## src/source/pipePkg.sv

```systemverilog
package pipePkg;

    typedef logic [4:0]  regIdx;
    typedef logic [31:0] dataWord;

    typedef enum logic [5:0] {
        opNop  = 6'd0,
        opAdd  = 6'd1,
        opSub  = 6'd2,
        opAnd  = 6'd3,
        opOr   = 6'd4,
        opAddi = 6'd5,
        opLw   = 6'd6,
        opSw   = 6'd7
    } opCode;

    // Register form, used by ADD SUB AND OR
    typedef struct packed {
        opCode       op;
        regIdx       rd;
        regIdx       rs1;
        regIdx       rs2;
        logic [10:0] pad;
    } rView;

    // Immediate form, used by ADDI LW SW
    // For SW the rd field names the stored register
    typedef struct packed {
        opCode              op;
        regIdx              rd;
        regIdx              rs1;
        logic signed [15:0] imm;
    } iView;

    typedef union packed {
        rView r;
        iView i;
    } instrWord;

    typedef enum logic [1:0] {
        fromReg   = 2'b00,
        fromMemWb = 2'b01,
        fromExMem = 2'b10
    } fwdSel;

    typedef struct packed {
        logic  idNeedRs1;
        logic  idNeedRs2;
        regIdx idRs1;
        regIdx idRs2;
        logic  idIsStore;
        logic  exRegWrite;
        logic  exIsLoad;
        logic  exIsStore;
        regIdx exRd;
        regIdx exStoreReg;
        logic  wbRegWrite;
        logic  wbIsLoad;
        regIdx wbRd;
    } hazardInfo;

    typedef struct packed {
        fwdSel op1Sel;
        fwdSel op2Sel;
        logic  storeDataFwd;
        logic  stall;
    } fwdCtrl;

    typedef struct packed {
        logic    valid;
        regIdx   rd;
        dataWord value;
    } retireEvent;

    typedef struct packed {
        logic       valid;
        logic [5:0] addr;
        dataWord    data;
    } storeEvent;

    //////////////////////////////
    // Pipeline stage registers
    //////////////////////////////

    typedef struct packed {
        logic     valid;
        instrWord word;
    } fetchStage;

    typedef struct packed {
        opCode   op;
        regIdx   rd;
        regIdx   rs1;
        regIdx   rs2;
        logic    needRs1;
        logic    needRs2;
        logic    regWrite;
        logic    isLoad;
        logic    isStore;
        logic    useImm;
        dataWord rs1Val;
        dataWord rs2Val;
        dataWord imm;
    } idExStage;

    typedef struct packed {
        logic    regWrite;
        logic    isLoad;
        logic    isStore;
        regIdx   rd;
        regIdx   storeReg;
        dataWord aluOut;
        dataWord storeData;
    } exMemStage;

    typedef struct packed {
        logic    regWrite;
        logic    isLoad;
        regIdx   rd;
        dataWord value;
    } memWbStage;

endpackage

```

## src/source/forwardUnit.sv

```systemverilog
`timescale 1ns/1ns

module forwardUnit import pipePkg::*; (
    input  hazardInfo hazard,
    output fwdCtrl    ctrl
);

    logic loadHitsRs1;
    logic loadHitsRs2;
    logic loadInMem;

    // Operand source for one EX operand
    // A load in EX/MEM has no data yet, so it never forwards from there
    function automatic fwdSel pickSource(logic need, regIdx src, hazardInfo h);
        fwdSel sel;
        sel = fromReg;
        if (need && (src != '0)) begin
            if (h.exRegWrite && !h.exIsLoad && (h.exRd == src)) begin
                sel = fromExMem;
            end else if (h.wbRegWrite && (h.wbRd == src)) begin
                sel = fromMemWb;
            end
        end
        return sel;
    endfunction

    //////////////////////////////
    // Load-use detection
    //////////////////////////////

    assign loadInMem = hazard.exIsLoad && hazard.exRegWrite && (hazard.exRd != '0);

    assign loadHitsRs1 = loadInMem && hazard.idNeedRs1 && (hazard.exRd == hazard.idRs1);
    assign loadHitsRs2 = loadInMem && hazard.idNeedRs2 && (hazard.exRd == hazard.idRs2);

    always_comb begin
        ctrl.op1Sel = pickSource(hazard.idNeedRs1, hazard.idRs1, hazard);
        ctrl.op2Sel = pickSource(hazard.idNeedRs2, hazard.idRs2, hazard);

        // Load in WB feeding the data of a store in MEM
        ctrl.storeDataFwd = hazard.exIsStore
                         && hazard.wbIsLoad
                         && hazard.wbRegWrite
                         && (hazard.wbRd != '0)
                         && (hazard.wbRd == hazard.exStoreReg);

        // Store data alone is picked up later in MEM, so no stall for it
        ctrl.stall = loadHitsRs1 || (loadHitsRs2 && !hazard.idIsStore);
    end

endmodule

```

## config.mk

```make
export PLATFORM = sky130hd
export DESIGN_NAME = forwardUnit
export DESIGN_NICKNAME = d
export VERILOG_FILES = /design/src/source/pipePkg.sv /design/src/source/forwardUnit.sv
export SDC_FILE = /design/constraint.sdc
export NUM_CORES = 1
export LEC_CHECK = 0
export BUFFER_PORTS_ARGS = -buffer_cell sky130_fd_sc_hd__buf_2
export CORE_AREA = 5 5 42 44
export DETAILED_ROUTE_END_ITERATION = 10
export DIE_AREA = 0 0 47 49
export MAX_ROUTING_LAYER = met4
export PLACE_DENSITY = 0.7
export SYNTH_ARGS = -nofsm -noshare
export SYNTH_HDL_FRONTEND = slang
export SYNTH_SLANG_ARGS = --single-unit
```

## constraint.sdc

```tcl
create_clock -name vclk -period 4
set_clock_uncertainty 0.1 [all_clocks]
set_input_delay 1 -clock vclk [all_inputs]
set_output_delay 1 -clock vclk [all_outputs]
set_load 0.01 [all_outputs]
```

==> flow_metrics.env <==
export IMPL_place_congestion=0.797
export IMPL_max_vdd_ir_drop_mv=0.0385
export IMPL_vias=536
export IMPL_cts_resized_gates=0
export IMPL_diodes=0
export IMPL_avgViaCountPerCell=4.83
export IMPL_multi_input_area_sq_um=403
export IMPL_cp_top_family="simple AND/OR/NAND/NOR gates"
export IMPL_drt_initial_drc_count=3
export IMPL_min_path_type="primary input to output port"
export IMPL_worst_pin_slew_ns=0.279
export IMPL_dieArea_sq_um=2300
export IMPL_yosysWarnings=0
export IMPL_seqCellArea_sq_um=0
export IMPL_critPathMaxFanout=4
export IMPL_min_period_ns=3.14
export IMPL_layout_common_cells="buf_2, xor2_1, nand3_1, nor2_1"
export IMPL_fill_cells=153
export IMPL_synthCells=56
export IMPL_grt_use_total=0.110
export IMPL_min_delay_start="hazard[32]"
export IMPL_max_cap_violations=0
export IMPL_p_per_area_nw_per_um2=87.0
export IMPL_hold_violations=0
export IMPL_antenna_found_initial=0
export IMPL_ant_nets=0
export IMPL_cp_start_kind="primary input"
export IMPL_fmax_mhz=318
export IMPL_ios=39
export IMPL_synth_cell_types=19
export IMPL_drive_gt1_frac=0.463
export IMPL_ys_seq_area_frac=0
export IMPL_crit_slowest_cell="nor4_2"
export IMPL_avgSynthCellArea_sq_um=7.40
export IMPL_relSlewSlack=0.814
export IMPL_whs_path_depth=4
export IMPL_tns_ns=0
export IMPL_path_buf_inv=2
export IMPL_port_buffers=39
export IMPL_die_height_um=49
export IMPL_grt_ovfl_total=0
export IMPL_nFlopsAndLatches=0
export IMPL_p_total_w=0.0000548
export IMPL_cpPeakStageDelay_ns=0.27
export IMPL_start_util=0.296
export IMPL_fin_nets=130
export IMPL_slew_viol_final=0
export IMPL_core_area_sq_um=1400
export IMPL_post_drt_wl_per_cell_um=11.3
export IMPL_worstSetupEndpointType="output port"
export IMPL_fin_crit_sh=0.785
export IMPL_clkbuf_count=0
export IMPL_drc=0
export IMPL_holdBufCountCts=0
export IMPL_grt_pass1_vias=509
export IMPL_routed_wl_um=1260
export IMPL_leakage_nw=0.317
export IMPL_hpwlAfterDp_um=1180
export IMPL_drt_pass1_iterations=4
export IMPL_worst_setup_path_type="primary input to output port"
export IMPL_setup_violations_final=0
export IMPL_post_cts_buffers=0
export IMPL_area_growth_pct=52.0
export IMPL_rsz0062_at_grt="false"
export IMPL_syn_num_nets=89
export IMPL_cp_required_ns=2.90
export IMPL_outcome="finished clean"
export IMPL_crit_arrival_ns=2.04
export IMPL_synth_area_sq_um=414
export IMPL_layout_commonest_cell="buf_2"
export IMPL_crit_chain="buf_2 -> xor2_1 -> nor4_2 -> nand3_1 -> nor3b_2 -> buf_2"
export IMPL_hold_end="ctrl[5]"
export IMPL_die_width_um=47
export IMPL_grt_pass1_wl_um=2030
export IMPL_rows=14
export IMPL_grt_max_degree=5
export IMPL_path_common_cell="buf_2"
## worst max-delay path by stage
| stage | start | end | slack, ns | cells after the start |
|---|---|---|---|---|
| floorplan | hazard[23] | ctrl[3] | 1.13 | 3 |
| CTS | hazard[2] | ctrl[2] | 0.86 | 6 |
| finish | hazard[2] | ctrl[4] | 0.86 | 6 |
| global route | hazard[23] | ctrl[2] | 0.77 | 6 |
| global placement | hazard[2] | ctrl[4] | 0.88 | 6 |
| detailed placement | hazard[2] | ctrl[2] | 0.86 | 6 |
## final cells by class
class                      instances  area share
inverter                           3      0.0179
timing repair buffer              39       0.310
multi-input combinational         53       0.640
tap                               16      0.0318
## logic make-up after synthesis
kind of cell | Yosys count | synth area share
buffers and inverters | 3 | 0.0272
xor gates and xnor gates | 22 | 0.465
AOI/OAI and AO/OA | 7 | 0.139
and+or+nand+nor | 24 | 0.369
## per-stage QoR
step	cell area (sq um)	util	cells	worst slack (ns)	hold slack [ns]
2_1_floorplan	414	-	56	1.13	2.00
3_3_place_gp	629	0.449	111	0.884	2.24
3_5_place_dp	629	0.449	111	0.858	2.25
4_1_cts	629	0.449	111	0.858	2.25
5_1_grt	629	0.449	111	0.772	2.26
6_report	629	0.449	111	0.859	2.24
## cell usage after synthesis
library cell / instances / area [sq um]
nor3_1: 3 / 15.0
nand3_1: 5 / 25.0
xor2_1: 20 / 175
and3_1: 1 / 6.26
a222oi_1: 1 / 10.0
a21oi_1: 1 / 5.00
o22ai_1: 1 / 6.26
nor4_2: 1 / 12.5
xnor2_1: 2 / 17.5
o211ai_1: 1 / 7.51
or4_1: 3 / 22.5
o21ai_2: 2 / 17.5
inv_1: 3 / 11.3
o2111a_1: 1 / 11.3
nand4b_1: 1 / 8.76
nor4_1: 2 / 12.5
nor2b_1: 1 / 6.26
nor3b_2: 2 / 25.0
nor2_1: 5 / 18.8
## routing by layer
layer / vias to the layer above / wire length [um] / track usage / share of wire
li1: 282 / - / - / -
met1: 230 / 498 / 0.159 / 0.40
met2: 24 / 623 / 0.179 / 0.49
met3: 0 / 138 / 0.00369 / 0.11
met4: 0 / 0 / 0 / 0
met5: - / 0 / - / 0
## report_power, final
| group | switching [W] | leakage, nW | internal (W) |
|---|---|---|---|
| registers | 0 | 0 | 0 |
| logic | 0.0000279 | 0.317 | 0.0000269 |
| clock network | 0 | 0 | 0 |
| total | 0.0000279 | 0.317 | 0.0000269 |
Power figures use the tool's default switching activity.
