$ cat config.mk
export PLATFORM = sky130hd
export DESIGN_NAME = instrQueue
export DESIGN_NICKNAME = d
export VERILOG_FILES = /design/src/source/pipePkg.sv /design/src/source/instrQueue.sv
export SDC_FILE = /design/constraint.sdc
export NUM_CORES = 1
export LEC_CHECK = 0
export ABC_AREA = 1
export BUFFER_PORTS_ARGS = -buffer_cell sky130_fd_sc_hd__buf_2
export CORE_UTILIZATION = 24
export DETAILED_ROUTE_END_ITERATION = 10
export MAX_ROUTING_LAYER = met4
export SYNTH_ARGS = -nofsm -noshare
export SYNTH_HDL_FRONTEND = slang
export SYNTH_SLANG_ARGS = --single-unit
$ cat constraint.sdc
create_clock -name clk -period 1.74 [get_ports clk]
set_input_delay 0.348 -clock clk [delete_from_list [all_inputs] [get_ports clk]]
set_output_delay 0.348 -clock clk [all_outputs]
set_load 0.05 [all_outputs]
$ cat src/source/pipePkg.sv
package pipePkg;

    typedef logic [4:0]  regIdx;
    typedef logic [31:0] dataWord;

    typedef enum logic [5:0] {
        opNop  = 6'd0,
        opAdd  = 6'd1,
        opSub  = 6'd2,
        opAnd  = 6'd3,
        opOr   = 6'd4,
        opAddi = 6'd5,
        opLw   = 6'd6,
        opSw   = 6'd7
    } opCode;

    // Register form, used by ADD SUB AND OR
    typedef struct packed {
        opCode       op;
        regIdx       rd;
        regIdx       rs1;
        regIdx       rs2;
        logic [10:0] pad;
    } rView;

    // Immediate form, used by ADDI LW SW
    // For SW the rd field names the stored register
    typedef struct packed {
        opCode              op;
        regIdx              rd;
        regIdx              rs1;
        logic signed [15:0] imm;
    } iView;

    typedef union packed {
        rView r;
        iView i;
    } instrWord;

    typedef enum logic [1:0] {
        fromReg   = 2'b00,
        fromMemWb = 2'b01,
        fromExMem = 2'b10
    } fwdSel;

    typedef struct packed {
        logic  idNeedRs1;
        logic  idNeedRs2;
        regIdx idRs1;
        regIdx idRs2;
        logic  idIsStore;
        logic  exRegWrite;
        logic  exIsLoad;
        logic  exIsStore;
        regIdx exRd;
        regIdx exStoreReg;
        logic  wbRegWrite;
        logic  wbIsLoad;
        regIdx wbRd;
    } hazardInfo;

    typedef struct packed {
        fwdSel op1Sel;
        fwdSel op2Sel;
        logic  storeDataFwd;
        logic  stall;
    } fwdCtrl;

    typedef struct packed {
        logic    valid;
        regIdx   rd;
        dataWord value;
    } retireEvent;

    typedef struct packed {
        logic       valid;
        logic [5:0] addr;
        dataWord    data;
    } storeEvent;

    //////////////////////////////
    // Pipeline stage registers
    //////////////////////////////

    typedef struct packed {
        logic     valid;
        instrWord word;
    } fetchStage;

    typedef struct packed {
        opCode   op;
        regIdx   rd;
        regIdx   rs1;
        regIdx   rs2;
        logic    needRs1;
        logic    needRs2;
        logic    regWrite;
        logic    isLoad;
        logic    isStore;
        logic    useImm;
        dataWord rs1Val;
        dataWord rs2Val;
        dataWord imm;
    } idExStage;

    typedef struct packed {
        logic    regWrite;
        logic    isLoad;
        logic    isStore;
        regIdx   rd;
        regIdx   storeReg;
        dataWord aluOut;
        dataWord storeData;
    } exMemStage;

    typedef struct packed {
        logic    regWrite;
        logic    isLoad;
        regIdx   rd;
        dataWord value;
    } memWbStage;

endpackage

$ cat src/source/instrQueue.sv
`timescale 1ns/1ns

module instrQueue import pipePkg::*; #(
    parameter int QueueDepth = 4
) (
    input  logic     clk,
    input  logic     rst,
    input  logic     pushValid,
    input  instrWord pushWord,
    output logic     full,
    input  logic     pop,
    output instrWord popWord,
    output logic     empty
);

    localparam int PtrBits   = (QueueDepth > 1) ? $clog2(QueueDepth) : 1;
    localparam int CountBits = $clog2(QueueDepth + 1);

    instrWord             slots [QueueDepth];
    logic [PtrBits-1:0]   wrPtr;
    logic [PtrBits-1:0]   rdPtr;
    logic [CountBits-1:0] count;

    function automatic logic [PtrBits-1:0] nextPtr(logic [PtrBits-1:0] ptr);
        return (ptr == PtrBits'(QueueDepth - 1)) ? '0 : ptr + 1'b1;
    endfunction

    assign full    = (count == CountBits'(QueueDepth));
    assign empty   = (count == '0);
    assign popWord = slots[rdPtr];

    // Storage, no reset
    always_ff @(posedge clk) begin
        if (pushValid) begin
            slots[wrPtr] <= pushWord;
        end
    end

    always_ff @(posedge clk) begin
        if (rst) begin
            wrPtr <= '0;
            rdPtr <= '0;
            count <= '0;
        end else begin
            if (pushValid) begin
                wrPtr <= nextPtr(wrPtr);
            end
            if (pop) begin
                rdPtr <= nextPtr(rdPtr);
            end
            // Simultaneous push and pop leaves count alone
            if (pushValid && !pop) begin
                count <= count + 1'b1;
            end else if (pop && !pushValid) begin
                count <= count - 1'b1;
            end
        end
    end

    noPushWhenFull: assert property (@(posedge clk) disable iff (rst)
        pushValid |-> !full);

    noPopWhenEmpty: assert property (@(posedge clk) disable iff (rst)
        pop |-> !empty);

endmodule

==> flow_metrics.py, run 1 <==
metrics = {
    "global_routing": {
        "grt.total_usage_pct": 11.37,
        "first_global_vias": 3336,
        "grt_pass1_wl_um": 17950,
        "antenna_found_initial": 0,
        "grt_overflow": 0,
        "grt_max_degree": 25,
    },
    "worst_setup_path": {
        "critPathArrivalTime_ns": 1.60,
        "worst-setup-path-type": "register to primary output",
        "critPathTopFamily": "buffers and inverters",
        "required_ns": 1.39,
        "cp_max_fo": 10,
        "worstSetupEndpointType": "primary output",
        "start_kind": "register",
        "crit_slowest_cell": "dfxtp_4",
        "slowest_delay_ns": 0.35,
        "worstPathCellList": "buf_12 -> inv_16 -> clkbuf_16 -> o21ai_2 -> o22ai_2 -> buf_6",
        "cp_num_buf_inv": 4,
    },
    "finish": {
        "drive_above_1_share_pct": 39.63,
        "fillCellCount": 2024,
        "stdcell_count": 757,
        "fin_util_pct": 34.59,
        "final_cell_mix": "128 x edfxtp_1, 65 x nor2_1, 37 x buf_2",
        "area_growth_pct": 40.20,
        "final_common_cell": "edfxtp_1",
        "final_nets": 512,
        "n_antenna_cell": 0,
    },
    "sta": {
        "final.setup.worst_slack_ns": -0.2107,
        "fmax_ghz": 0.5126,
        "post-route-period-util_pct": 112.1,
        "setup_viol": 32,
        "min_period_ns": 1.951,
        "slew-limit-headroom_pct": 73.53,
        "tightest_slew_ns": 0.3970,
        "fin_tns_setup_ns": -5.567,
        "slew_violations": 0,
        "holdWs_ns": 0.1439,
        "hold_violations": 0,
        "rsz0062_at_grt": "true",
        "clock_skew_ns": 0.007807,
    },
    "place": {
        "io_buffers": 69,
        "place.gp.congestion": 0.7138,
        "pre_cts_ws_ns": 0.08224,
        "place_hpwl_um": 7523,
        "placed_cells": 716,
    },
    "synth": {
        "yosys_warnings": 0,
        "syn-cell-area_um2": 5235,
        "synth_area_leaders": "edfxtp_1 73%, nor2_1 5.2%, o22ai_1 3.8%, o21ai_0 3.7%, dfxtp_1 3.4%",
        "synth.net_count": 411,
        "ys_ff_latch": 137,
        "synth.distinct_cells": 21,
        "yosysTopAreaCell": "edfxtp_1",
        "synthCells": 368,
        "synth_top_area_share_pct": 73.42,
        "syn_avg_cell_area_um2": 14.23,
        "yosysSeqAreaShare_pct": 76.86,
    },
    "cts": {
        "cts.htree.levels": 4,
        "cts.sinks": 137,
        "clkLatencyLatePin_ns": 0.41,
        "ctsRootBufferMaster": "clkbuf_16",
        "cts_buffer_depth": 2,
        "path_clk_slew_ns": 0.06,
        "hold_buffers": 0,
        "cts-buffers-inserted": 17,
        "cts_tree": "yes",
    },
    "route": {
        "final_antenna_net_count": 0,
        "drt_iter0_drc": 201,
        "wire_per_inst_um": 16.15,
        "viasPerCell": 4.396,
        "drc": 0,
        "drt_pass1_iterations": 4,
        "wirelength_um": 12230,
        "dr_total_vias": 3328,
    },
    "floorplanning": {
        "die_h_um": 149.7,
        "io_pins": 70,
        "dieArea_um2": 22410,
        "die_w_um": 149.7,
        "initial_core_util_pct": 24.67,
        "row_count": 53,
        "core_um2": 21220,
    },
    "pwr": {
        "ir_worst_vdd_mv": 0.6058,
        "p_leak_nw": 2.666,
        "power.density_nw_per_um2": 1237,
    },
    "run": {
        "max_cap_viol_count": 0,
    },
    "run_status": {
        "status": "finished, violations left",
        "violations": "setup timing",
    },
    "min_path": {
        "min_path_type": "input pin to register",
    },
}
[cells in the mapped netlist]
library cell,number
buf_6,9
inv_1,14
nand3_1,1
ha_1,6
inv_8,1
nor3_1,4
clkbuf_1,1
dfxtp_1,9
nand4_1,1
nor2_1,72
buf_4,3
nand2_1,8
xor2_1,1
o21ai_0,39
a21oi_1,3
fa_1,1
o22ai_1,32
edfxtp_1,128
inv_2,1
o21ai_1,28
buf_2,6
[metrics by stage]
stage | power (mW) | instance area (um^2)
after floorplan | 4.768 | 5435
after global placement | 5.111 | 6191
after detailed placement | 5.137 | 6191
after CTS | 9.071 | 7059
after global routing | 9.410 | 7340
final | 9.078 | 7340
[worst paths after layout]
path	start	endpoint	slack (ns)	cells after the start
worst max-delay path	register	popWord[16]	-0.21	6
worst min-delay path	pushWord[25]	slots[2][25]	0.14	1
worst min register to register	wrPtr[1]	wrPtr[1]	0.54	2
worst max register to register	wrPtr[0]	slots[2][31]	0.34	5
[state kept, by name, indices dropped and copies added (netlist names), named ones only]
name,count
count,3
rdPtr,2
slots,128
wrPtr,2
[logic make-up after synthesis]
group | Yosys count | synth area share [%]
buffers and inverters | 35 | 4.302
and+or+nand+nor | 86 | 6.334
xor gates and xnor gates | 1 | 0.1673
AOI/OAI and AO/OA | 102 | 10.52
adders and majority gates | 7 | 1.816
DFF | 137 | 76.86
[per-layer routing]
metal	global-route usage, %	vias to the layer above	routed length, um
met5	-	-	0
met4	4.444	0	191
met3	3.537	22	730
met2	17.52	108	5996
met1	13.86	1635	5309
li1	-	1563	-
[timing repair]
action	CTS	global route
setup endpoints to repair	32	32
resized for setup	82	40
gates cloned	0	5
pin swaps	0	6
endpoints found under the hold margin	0	0
buffers inserted	0	4
[layout make-up]
cell class	count	area [um^2]	area share [%]
sequential	137	4029	54.89
multi-input combinational	196	1276	17.39
clock inverter	12	163.9	2.233
inverter	16	76.32	1.040
timing repair buffer	101	993.5	13.54
clock buffer	20	456.7	6.222
tap	275	344.1	4.688
[power by group]
| group | switching, mW | internal [mW] | total [mW] |
|---|---|---|---|
| clock network | 1.38 | 2.35 | 3.73 |
| logic | 0.969 | 0.564 | 1.53 |
| registers | 0.0531 | 3.76 | 3.81 |
[worst register-to-register path: stages, from the launching register on]
cell and delay [ns]:
dfxtp_1 0.35, inv_1 0.09, ha_1 0.14, nand2_1 0.05, clkinv_1 0.06, buf_4 0.36
Note: power is estimated with default switching activity, not from simulation.
==> inputs of run 2 (changes only) <==
--- a/config.mk
+++ b/config.mk
@@ -10,6 +10,8 @@
 export CORE_UTILIZATION = 24
 export DETAILED_ROUTE_END_ITERATION = 10
 export MAX_ROUTING_LAYER = met4
+export SKIP_CTS_REPAIR_TIMING = 1
+export SLEW_MARGIN = 20
 export SYNTH_ARGS = -nofsm -noshare
 export SYNTH_HDL_FRONTEND = slang
 export SYNTH_SLANG_ARGS = --single-unit
==> flow_metrics.py, run 2 (synthesis results as in run 1) <==
metrics = {
    "pwr": {
        "ir_worst_vdd_mv": 0.6105,
        "clkPwrFrac_pct": 41.7,
        "power.density_nw_per_um2": 1270,
        "p_leak_nw": 2.544,
        "p_int_mw": 6.595,
        "combPwrFrac_pct": 15.7,
        "p_seq_share_pct": 42.6,
        "p_sw_mw": 2.353,
        "swShare_pct": 26.29,
    },
    "worst_setup_path": {
        "worst-setup-path-type": "register to primary output",
        "start_kind": "register",
        "required_ns": 1.39,
        "worstSetupEndpointType": "primary output",
        "cp_max_fo": 10,
        "critPathArrivalTime_ns": 1.59,
    },
    "cts": {
        "ctsRootBufferMaster": "clkbuf_16",
        "clkLatencyLatePin_ns": 0.41,
        "path_clk_slew_ns": 0.06,
        "cts_tree": "yes",
        "cts-buffers-inserted": 17,
        "cts.htree.levels": 4,
        "cts.sinks": 137,
        "cts_buffer_depth": 2,
    },
    "sta": {
        "setup_viol": 32,
        "slew_violations": 0,
        "fin_tns_setup_ns": -4.264,
        "min_period_ns": 1.935,
        "slew-limit-headroom_pct": 73.27,
        "rsz0062_at_grt": "true",
        "hold_violations": 0,
        "fmax_ghz": 0.5168,
        "post-route-period-util_pct": 111.2,
        "final.setup.worst_slack_ns": -0.1949,
        "clock_skew_ns": 0.008457,
        "tightest_slew_ns": 0.4010,
    },
    "min_path": {
        "min_path_type": "input pin to register",
    },
    "route": {
        "drc": 0,
        "wirelength_um": 11600,
        "drt_pass1_iterations": 4,
        "final_antenna_net_count": 0,
        "dr_total_vias": 3263,
        "drt_iter0_drc": 193,
        "viasPerCell": 4.362,
        "wire_per_inst_um": 15.50,
    },
    "global_routing": {
        "first_global_vias": 3324,
        "grt_overflow": 0,
        "grt_max_degree": 25,
        "grt.total_usage_pct": 11.34,
        "grt_pass1_wl_um": 17880,
        "antenna_found_initial": 0,
    },
    "run_status": {
        "status": "finished, violations left",
        "violations": "setup timing",
    },
    "run": {
        "max_cap_viol_count": 0,
    },
    "finish": {
        "reg_top3": "slots (128), count (3)",
        "area_growth_pct": 34.61,
        "n_antenna_cell": 0,
        "drive_above_1_share_pct": 34.46,
        "final_nets": 503,
        "final_common_cell": "edfxtp_1",
        "largest_reg_flops": 128,
        "regMostFlops": "slots",
        "finish.instance_area_um2": 7047,
        "final_cell_mix": "128 x edfxtp_1, 71 x nor2_1, 37 x buf_2",
    },
    "place": {
        "io_buffers": 69,
        "placed_area_um2": 6191,
        "place.gp.congestion": 0.7138,
        "place_hpwl_um": 7523,
    },
    "floorplanning": {
        "die_h_um": 149.7,
        "io_pins": 70,
        "dieArea_um2": 22410,
        "initial_core_util_pct": 24.67,
        "row_count": 53,
        "die_w_um": 149.7,
        "core_um2": 21220,
    },
}
run 2: area by class of cell:
type                       instances  area, um^2
sequential                       137        4031
multi-input combinational        196        1200
tap                              275       344.1
fill                            2046       14170
clock buffer                      20       456.7
clock inverter                    12       163.9
inverter                          16       67.56
timing repair buffer              92       783.3
run 2: per-layer routing:
metal	GRT usage [%]	wire, um
met1	13.80	5170
met5	-	0
met4	4.343	133
met3	3.567	637
met2	17.52	5654
run 2: power groups by stage:
stage / registers (mW) / clock network, mW / logic, mW
6_report: 3.82 / 3.73 / 1.40
5_1_grt: 3.83 / 3.95 / 1.49
4_1_cts: 3.81 / 3.82 / 1.26
3_5_place_dp: 3.88 / 0 / 1.25
3_3_place_gp: 3.87 / 0 / 1.24
2_1_floorplan: 3.87 / 0 / 0.900
run 2: final timing paths:
path / from / endpoint / slack, ns / cells after the start
worst max-delay path: register / popWord[9] / -0.19 / 4
worst min-delay path: pushWord[25] / slots[2][25] / 0.15 / 1
worst max register to register: wrPtr[0] / slots[2][31] / 0.34 / 5
worst min register to register: wrPtr[1] / wrPtr[1] / 0.54 / 2
run 2: per-stage QoR:
step / total power, mW / cells / hold slack [ns] / utilization, % / setup WS [ns]
CTS: 8.895 / 748 / 0.1192 / 32.10 / -0.3784
global placement: 5.111 / 716 / 0.5010 / 29.17 / 0.1404
global route: 9.277 / 748 / 0.1189 / 33.21 / -0.2649
floorplan: 4.768 / 368 / 0.4204 / - / -0.03866
finish: 8.948 / 748 / 0.1454 / 33.21 / -0.1949
detailed placement: 5.137 / 716 / 0.5370 / 29.17 / 0.08224
run 2: critical path, stage by stage, from the launching register on:
cell and delay, ns:
dfxtp_4 0.44, buf_4 0.21, o21ai_0 0.13, o22ai_2 0.20
buf_6 0.19
